==> config.mk <==
export PLATFORM = sky130hd
export DESIGN_NAME = mem_map
export DESIGN_NICKNAME = d
export VERILOG_FILES = /design/src/mem_map_pkg.sv /design/src/mem_slot.sv /design/src/bank_arbiter.sv /design/src/refresh_timer.sv /design/src/mem_map.sv
export VERILOG_INCLUDE_DIRS = /design/src /design/src/src
export SDC_FILE = /design/constraint.sdc
export NUM_CORES = 1
export LEC_CHECK = 0
export ABC_CLOCK_PERIOD_IN_PS = 5700
export BUFFER_PORTS_ARGS = -buffer_cell sky130_fd_sc_hd__buf_4
export CORE_MARGIN = 2
export CORE_UTILIZATION = 59
export CTS_BUF_LIST = sky130_fd_sc_hd__clkbuf_4
export CTS_CLUSTER_SIZE = 24
export DETAILED_ROUTE_END_ITERATION = 8
export PLACE_DENSITY = 0.83
export RECOVER_POWER = 50
export SLEW_MARGIN = 30
export SYNTH_ARGS = -nofsm -noshare
export SYNTH_HDL_FRONTEND = slang
export SYNTH_HIERARCHICAL = 1
export SYNTH_SLANG_ARGS = --single-unit
==> constraint.sdc <==
create_clock -name clk -period 5.7 [get_ports clk]
set_clock_uncertainty 0.1 [all_clocks]
set_input_delay 0 -clock clk [delete_from_list [all_inputs] [get_ports clk]]
set_output_delay 0 -clock clk [all_outputs]
set_load 0.02 [all_outputs]
==> src/mem_map_defines.svh <==
// Bank word addresses are 22 bits wide; offsets must leave room for each client's full range
`ifndef MEM_MAP_DEFINES_SVH
`define MEM_MAP_DEFINES_SVH

// Word address width of the shared SDRAM bank
`define MEM_AW 22

// Bank base of each client region, in words
`define RAM_OFFSET 22'h10_0000
`define ROM_OFFSET 22'h00_0000
`define GFX_OFFSET 22'h20_0000

// Blanking cycles between two refresh requests
`define REFRESH_INTERVAL 16

`endif

==> src/mem_map_pkg.sv <==
// Types shared by the slots and the arbiter; request fields are levels held until grant_rdy
`default_nettype none
`include "mem_map_defines.svh"

package mem_map_pkg;

    // One bank access as raised by a slot
    typedef struct packed {
        logic [`MEM_AW-1:0] addr;  // Bank word address, offset included
        logic               rd;
        logic               wr;
        logic [15:0]        din;
        logic [1:0]         mask;  // Active low byte mask
    } bank_req_t;

    // Also the bit index into the grant vectors
    typedef enum logic [1:0] {
        SLOT_RAM = 2'd0,
        SLOT_ROM = 2'd1,
        SLOT_GFX = 2'd2
    } slot_id_t;

    typedef enum logic [1:0] {
        IDLE     = 2'd0,
        REQ      = 2'd1,  // rd or wr on the bank, waiting for ack
        WAIT_RDY = 2'd2,
        REFRESH  = 2'd3
    } arb_state_t;

endpackage

`default_nettype wire

==> src/mem_slot.sv <==
// Client must hold cs, addr and write data until ok; payload must be 16 or 32 bits
`timescale 1ns/100ps
`default_nettype none
`include "mem_map_defines.svh"

module mem_slot #(
    parameter type payload_t = logic [15:0],
    parameter int  AW        = 16
) (
    input  wire                       clk,
    input  wire                       arst_n,
    input  wire                       cs,
    input  wire [AW-1:0]              addr,
    input  wire [`MEM_AW-1:0]         offset,
    input  wire                       wen,
    input  wire [15:0]                din,
    input  wire [1:0]                 wrmask,  // Active low
    input  wire                       grant_ack,
    input  wire                       grant_rdy,
    input  wire [31:0]                data_read,
    output payload_t                  dout,
    output logic                      ok,
    output mem_map_pkg::bank_req_t    req
);

    localparam int MAW = `MEM_AW;
    localparam int PW  = $bits(payload_t);

    logic           valid;
    logic [AW-1:0]  tag;
    payload_t       cached;
    payload_t       merged;
    logic           wr_done;
    logic           pend_rd;
    logic           pend_wr;
    logic [MAW-1:0] pend_addr;
    logic [15:0]    pend_din;
    logic [1:0]     pend_mask;
    logic           hit;
    logic           idle;
    logic           launch_rd;
    logic           launch_wr;

    assign hit       = valid && tag == addr;
    assign idle      = !pend_rd && !pend_wr;
    assign launch_rd = cs && !wen && !hit && idle;
    assign launch_wr = cs && wen && !wr_done && idle;

    // Writes report ok only once the bank has taken them
    assign ok   = cs && (wen ? wr_done : hit);
    assign dout = cached;

    always_comb begin
        req.addr = pend_addr;
        req.rd   = pend_rd;
        req.wr   = pend_wr;
        req.din  = pend_din;
        req.mask = pend_mask;
    end

    // Bytes with a low mask bit come from the client
    always_comb begin
        merged = cached;
        if (!wrmask[0]) merged[7:0]  = din[7:0];
        if (!wrmask[1]) merged[15:8] = din[15:8];
    end

    always_ff @(posedge clk or negedge arst_n) begin
        if (!arst_n) begin
            pend_rd <= 1'b0;
            pend_wr <= 1'b0;
            valid   <= 1'b0;
            wr_done <= 1'b0;
        end else begin
            if (grant_rdy) begin
                pend_rd <= 1'b0;
                pend_wr <= 1'b0;
                if (pend_rd) valid <= 1'b1;
                if (pend_wr) wr_done <= 1'b1;
            end else if (launch_rd) begin
                pend_rd <= 1'b1;
                valid   <= 1'b0;  // Tag moves to the new address
            end else if (launch_wr) begin
                pend_wr <= 1'b1;
            end
            if (!cs) wr_done <= 1'b0;  // Next write needs a fresh cs
        end
    end

    always_ff @(posedge clk) begin
        if (launch_rd || launch_wr) begin
            pend_addr <= offset + MAW'(addr);
            pend_din  <= din;
            pend_mask <= wrmask;
        end
        if (launch_rd) tag <= addr;
        if (grant_rdy && pend_rd) cached <= data_read[PW-1:0];
        if (grant_rdy && pend_wr && hit) cached <= merged;  // Keep cached word coherent
    end

    a_rd_wr_excl: assert property (@(posedge clk) disable iff (!arst_n) !(req.rd && req.wr))
        else $error("mem_slot: read and write raised together");

    // Arbiter only acknowledges a slot that is asking
    a_ack_pending: assert property (@(posedge clk) disable iff (!arst_n)
        grant_ack |-> (pend_rd || pend_wr))
        else $error("mem_slot: grant_ack without a pending request");

endmodule

`default_nettype wire

==> src/bank_arbiter.sv <==
// One bank access at a time; the bank must pulse ack before rdy and refresh wins over all slots
`timescale 1ns/100ps
`default_nettype none
`include "mem_map_defines.svh"

module bank_arbiter (
    input  wire                       clk,
    input  wire                       arst_n,
    input  wire mem_map_pkg::bank_req_t ram_req,
    input  wire mem_map_pkg::bank_req_t rom_req,
    input  wire mem_map_pkg::bank_req_t gfx_req,
    input  wire                       refresh_req,
    input  wire                       bank_ack,
    input  wire                       bank_rdy,
    output logic [2:0]                grant_ack,
    output logic [2:0]                grant_rdy,
    output logic                      refresh_done,
    output logic                      refresh_en,
    output logic [`MEM_AW-1:0]        bank_addr,
    output logic                      bank_rd,
    output logic                      bank_wr,
    output logic [15:0]               bank_din,
    output logic [1:0]                bank_mask
);

    mem_map_pkg::arb_state_t state;
    mem_map_pkg::slot_id_t   slot;   // Slot being served
    mem_map_pkg::bank_req_t  sel;
    logic                    ram_pend;
    logic                    rom_pend;
    logic                    gfx_pend;

    assign ram_pend = ram_req.rd || ram_req.wr;
    assign rom_pend = rom_req.rd || rom_req.wr;
    assign gfx_pend = gfx_req.rd || gfx_req.wr;

    always_comb begin
        case (slot)
            mem_map_pkg::SLOT_RAM: sel = ram_req;
            mem_map_pkg::SLOT_ROM: sel = rom_req;
            default:               sel = gfx_req;
        endcase
    end

    // Strobes only in REQ and the payload follows the latched slot
    assign bank_rd   = state == mem_map_pkg::REQ && sel.rd;
    assign bank_wr   = state == mem_map_pkg::REQ && sel.wr;
    assign bank_addr = sel.addr;
    assign bank_din  = sel.din;
    assign bank_mask = sel.mask;

    assign refresh_en   = state == mem_map_pkg::REFRESH;
    assign refresh_done = state == mem_map_pkg::REFRESH;

    always_comb begin
        grant_ack = 3'b000;
        grant_rdy = 3'b000;
        grant_ack[slot] = state == mem_map_pkg::REQ && bank_ack;
        grant_rdy[slot] = state == mem_map_pkg::WAIT_RDY && bank_rdy;
    end

    always_ff @(posedge clk or negedge arst_n) begin
        if (!arst_n) begin
            state <= mem_map_pkg::IDLE;
            slot  <= mem_map_pkg::SLOT_RAM;
        end else begin
            case (state)
                mem_map_pkg::IDLE: begin
                    if (refresh_req) begin
                        state <= mem_map_pkg::REFRESH;
                    end else if (ram_pend) begin
                        slot  <= mem_map_pkg::SLOT_RAM;
                        state <= mem_map_pkg::REQ;
                    end else if (rom_pend) begin
                        slot  <= mem_map_pkg::SLOT_ROM;
                        state <= mem_map_pkg::REQ;
                    end else if (gfx_pend) begin
                        slot  <= mem_map_pkg::SLOT_GFX;
                        state <= mem_map_pkg::REQ;
                    end
                end
                mem_map_pkg::REQ: begin
                    if (bank_ack) state <= mem_map_pkg::WAIT_RDY;
                end
                mem_map_pkg::WAIT_RDY: begin
                    if (bank_rdy) state <= mem_map_pkg::IDLE;  // Slot drops req on this edge
                end
                default: state <= mem_map_pkg::IDLE;  // Refresh lasts one cycle
            endcase
        end
    end

    a_bank_strobe: assert property (@(posedge clk) disable iff (!arst_n)
        $onehot0({bank_rd, bank_wr}))
        else $error("bank_arbiter: read and write strobes together");

    // The rdy goes to one slot and that slot still holds its request
    a_one_rdy: assert property (@(posedge clk) disable iff (!arst_n)
        $onehot0(grant_rdy) && (grant_rdy & ~{gfx_pend, rom_pend, ram_pend}) == 3'b000)
        else $error("bank_arbiter: rdy to more than one slot or to a slot not waiting");

endmodule

`default_nettype wire

==> src/refresh_timer.sv <==
// Counts only during blanking (lvbl low); a pending request is kept until the arbiter serves it
`timescale 1ns/100ps
`default_nettype none
`include "mem_map_defines.svh"

module refresh_timer (
    input  wire  clk,
    input  wire  arst_n,
    input  wire  lvbl,
    input  wire  refresh_done,
    output logic refresh_req
);

    localparam int CW = $clog2(`REFRESH_INTERVAL);

    logic [CW-1:0] cnt;

    always_ff @(posedge clk or negedge arst_n) begin
        if (!arst_n) begin
            cnt         <= '0;
            refresh_req <= 1'b0;
        end else begin
            if (refresh_done) refresh_req <= 1'b0;
            if (lvbl) begin
                cnt <= '0;  // Active video, hold off
            end else if (cnt == CW'(`REFRESH_INTERVAL - 1)) begin
                cnt         <= '0;
                refresh_req <= 1'b1;
            end else begin
                cnt <= cnt + 1'b1;
            end
        end
    end

    a_done_after_req: assert property (@(posedge clk) disable iff (!arst_n)
        refresh_done |-> refresh_req)
        else $error("refresh_timer: refresh_done without a request");

endmodule

`default_nettype wire

==> src/mem_map.sv <==
// Tile fetches only while lvbl is high or on lines 0 and 256 up; bank refresh only in blanking
`timescale 1ns/100ps
`default_nettype none
`include "mem_map_defines.svh"

module mem_map (
    input  wire                clk,
    input  wire                arst_n,
    input  wire                lvbl,
    input  wire [8:0]          vrender,

    // Main CPU work RAM
    input  wire                ram_cs,
    input  wire                main_rnw,
    input  wire [15:0]         main_din,
    input  wire [1:0]          dsn,     // Active low byte enables
    input  wire [14:0]         ram_addr,
    output logic [15:0]        ram_data,
    output logic               ram_ok,

    // Main CPU program ROM
    input  wire                rom_cs,
    input  wire [16:0]         rom_addr,
    output logic [15:0]        rom_data,
    output logic               rom_ok,

    // Tile ROM
    input  wire [16:0]         gfx_addr,
    output logic [31:0]        gfx_data,
    output logic               gfx_ok,

    // SDRAM bank
    input  wire                bank_ack,
    input  wire                bank_rdy,
    input  wire [31:0]         data_read,
    output logic [`MEM_AW-1:0] bank_addr,
    output logic               bank_rd,
    output logic               bank_wr,
    output logic [15:0]        bank_din,
    output logic [1:0]         bank_mask,
    output logic               refresh_en
);

    mem_map_pkg::bank_req_t ram_req;
    mem_map_pkg::bank_req_t rom_req;
    mem_map_pkg::bank_req_t gfx_req;
    logic [2:0]             grant_ack;
    logic [2:0]             grant_rdy;
    logic                   refresh_req;
    logic                   refresh_done;
    logic                   gfx_win;

    assign gfx_win = lvbl || vrender == 9'd0 || vrender[8];

    mem_slot #(.payload_t(logic [15:0]), .AW(15)) ram_slot_i (
        .clk(clk), .arst_n(arst_n),
        .cs(ram_cs), .addr(ram_addr), .offset(`RAM_OFFSET),
        .wen(~main_rnw), .din(main_din), .wrmask(dsn),
        .grant_ack(grant_ack[mem_map_pkg::SLOT_RAM]),
        .grant_rdy(grant_rdy[mem_map_pkg::SLOT_RAM]),
        .data_read(data_read), .dout(ram_data), .ok(ram_ok), .req(ram_req)
    );

    mem_slot #(.payload_t(logic [15:0]), .AW(17)) rom_slot_i (
        .clk(clk), .arst_n(arst_n),
        .cs(rom_cs), .addr(rom_addr), .offset(`ROM_OFFSET),
        .wen(1'b0), .din(16'h0000), .wrmask(2'b11),  // Read only
        .grant_ack(grant_ack[mem_map_pkg::SLOT_ROM]),
        .grant_rdy(grant_rdy[mem_map_pkg::SLOT_ROM]),
        .data_read(data_read), .dout(rom_data), .ok(rom_ok), .req(rom_req)
    );

    mem_slot #(.payload_t(logic [31:0]), .AW(17)) gfx_slot_i (
        .clk(clk), .arst_n(arst_n),
        .cs(gfx_win), .addr(gfx_addr), .offset(`GFX_OFFSET),
        .wen(1'b0), .din(16'h0000), .wrmask(2'b11),
        .grant_ack(grant_ack[mem_map_pkg::SLOT_GFX]),
        .grant_rdy(grant_rdy[mem_map_pkg::SLOT_GFX]),
        .data_read(data_read), .dout(gfx_data), .ok(gfx_ok), .req(gfx_req)
    );

    refresh_timer refresh_timer_i (
        .clk(clk), .arst_n(arst_n), .lvbl(lvbl),
        .refresh_done(refresh_done), .refresh_req(refresh_req)
    );

    bank_arbiter bank_arbiter_i (
        .clk(clk), .arst_n(arst_n),
        .ram_req(ram_req), .rom_req(rom_req), .gfx_req(gfx_req),
        .refresh_req(refresh_req), .bank_ack(bank_ack), .bank_rdy(bank_rdy),
        .grant_ack(grant_ack), .grant_rdy(grant_rdy),
        .refresh_done(refresh_done), .refresh_en(refresh_en),
        .bank_addr(bank_addr), .bank_rd(bank_rd), .bank_wr(bank_wr),
        .bank_din(bank_din), .bank_mask(bank_mask)
    );

endmodule

`default_nettype wire

==> results_dict.tcl <==
set metrics [dict create \
    status "complete, but fails checks" \
    violations "max-capacitance violations, max-slew violations" \
    slowest_stage "and2_0" \
    dieArea_mm2 0.0238 \
    startpoint_type "flop" \
    grt_pass1_vias 11600 \
    crit_path_end_kind "flop" \
    grt_overflow 0 \
    timing.final.crit_share_pct 75.9 \
    synth_warnings 6 \
    max_freq_mhz 231 \
    vdd_ir_drop_max_mv 0.209 \
    grt_pass1_wl_um 65100 \
    met2RoutedLength_um 22400 \
    rsz0062_at_grt "no" \
    cpPeakStageDelay_ns 1.31 \
    dp_worst_setup_slack_ns 2.35 \
    cap_violations 1 \
    synth.avg_cell_area_um2 12.9 \
    place_congestion 0.922 \
    clock_sinks 254 \
    die_y_um 154 \
    cts.path.max_buffers 3 \
    p_leak_nw 7.22 \
    wl_met1_um 15300 \
    grtUsageTotal_pct 36.0 \
    ios 226 \
    post-route-min-period_ns 4.32 \
    finalHoldViolations 0 \
    drtIter0Drc 1018 \
    row_count 55 \
    tritoncts "yes" \
    netlist_instances 1037 \
    grt_max_degree 71 \
    dr_wl_met3_um 3420 \
    path_class "reg -> reg" \
    drc 0 \
    antenna_found_initial 1 \
    start_util_pct 59.5 \
    drtPass1Iterations 5 \
    dp_hpwl_um 24500 \
    viasPerCell 5.67 \
    setup_ws_ns 1.38 \
    final_layout_size_suffix_gt1_share_pct 16.5 \
    die_w_um 154 \
    clk_latency_ns 0.71 \
    area_growth_pct 36.4 \
    cp_cell_sequence "xnor2_1, nand4_1, nor4_1, mux2i_1, and2_0" \
    worstPathArrival_ns 4.17 \
    nets 1859 \
    post_cts_buffers 0 \
    crit_fanout 40 \
    vias 11500 \
    power_density_mw_per_mm2 327 \
    crit_buf_inv 0 \
    critPathTopFamily "simple AND/OR/NAND/NOR gates" \
    slew_headroom_pct -88.1 \
    highest_layer "met4" \
    hp-class "in -> reg" \
    setup_viol 0 \
    synth_area_mm2 0.0133 \
    cts_made_buffers 68 \
    numPortBuffers 225 \
    cts.clk_slew.worst_paths_ns 0.08 \
    tns_ns 0 \
    ant_nets 0 \
    final-max-slew-violation-count 41 \
    htreeDepth 3 \
    routed_wl_um 44400 \
    root_buffer "clkbuf_4" \
    required_ns 5.54 \
    core-area_mm2 0.0224 \
    wl_per_cell_um 21.9 \
    worstMarginPinSlew_ns 2.82 \
]
-- state kept, by name, summed over array words and instances, names as in the netlist, 16 cells and up --
signal	cells
ram_slot_i/pend_addr	22
ram_slot_i/pend_din	16
ram_slot_i/dout	16
rom_slot_i/pend_din	16
gfx_slot_i/pend_din	16
gfx_slot_i/dout	32
rom_slot_i/tag	17
gfx_slot_i/tag	17
rom_slot_i/pend_addr	22
rom_slot_i/dout	16
gfx_slot_i/pend_addr	22
-- worst paths after layout --
path | start | end | slack, ns | cells past startpoint
max | ram_slot_i/tag[9] | ram_slot_i/pend_addr[2] | 1.38 | 5
max reg2reg | ram_slot_i/tag[9] | ram_slot_i/pend_addr[2] | 1.38 | 5
min in group asynchronous | arst_n | ram_slot_i/valid | 0.82 | 4
min | bank_ack | bank_arbiter_i/state[1] | 0.08 | 4
min reg2reg | refresh_timer_i/cnt[0] | refresh_timer_i/cnt[0] | 0.46 | 1
max in group asynchronous | arst_n | bank_arbiter_i/slot[1] | 3.80 | 4
-- power breakdown --
group / total (mW) / leakage [nW] / switching [mW] / internal [mW]
registers: 2.46 / 2.37 / 0.177 / 2.28
logic: 1.77 / 4.33 / 1.09 / 0.688
clock network: 1.72 / 0.524 / 0.862 / 0.861
-- cell type report --
type                            instances  area, µm²
Inverter                               29        109
Clock inverter                         20        110
Multi-Input combinational cell        917       6250
Tap cell                              285        357
Antenna cell                            1       2.50
Timing Repair Buffer                  420       3110
Clock buffer                          101        758
Sequential cell                       254       7520
Fill cell                            1316       4220
-- routing by layer --
layer  vias to the layer above  global-route usage [%]
li1                       5098                       -
met1                      5460                    39.0
met2                       729                    64.4
met3                       196                    7.28
met4                         0                    22.8
met5                         -                       0
-- layout by cell type, fill, tap and decap left out, types with 9 or more instances in the layout --
cell / n
nor3_1: 11
mux2_4: 23
dfrtp_1: 20
o211ai_1: 16
o21ai_0: 46
o21a_1: 13
nand3_1: 13
mux2_2: 27
clkbuf_4: 118
buf_4: 79
nand2_1: 84
o21ai_1: 25
and3_1: 10
clkbuf_1: 137
nor2_1: 34
ha_1: 50
mux2i_1: 47
a21oi_1: 42
conb_1: 199
edfxtp_1: 233
xnor2_1: 63
nand4_1: 18
dlygate4sd3_1: 187
xor2_1: 35
nand2b_1: 9
nor4_1: 9
inv_1: 29
a211oi_1: 14
a21o_1: 15
clkinv_1: 13
-- timing repair --
action                                  CTS  global route
hold buffers                            187             1
endpoints found under the setup margin    0             0
resized for setup                         0             0
hold endpoints to repair                230            21
-- through the flow --
step / cells / utilization [%] / hold slack [ns] / area (µm²) / power (mW)
after floorplan: 1234 / - / -0.396 / 14100 / 3.44
after global placement: 1716 / 71.3 / -0.197 / 16000 / 4.01
after detailed placement: 1716 / 71.3 / -0.196 / 16000 / 4.04
after CTS: 2024 / 83.5 / 0.000506 / 18700 / 5.77
after global routing: 2027 / 81.2 / 0.0756 / 18200 / 6.16
final: 2027 / 81.2 / 0.0770 / 18200 / 5.95
-- tightest hold or removal path: cells and delay by family --
kind | cells | cell delay (ns)
buffers and inverters | 2 | 0.65
AOI/OAI and AO/OA | 1 | 0.10
and+or+nand+nor | 1 | 0.08
Power figures use the tool's default switching activity.
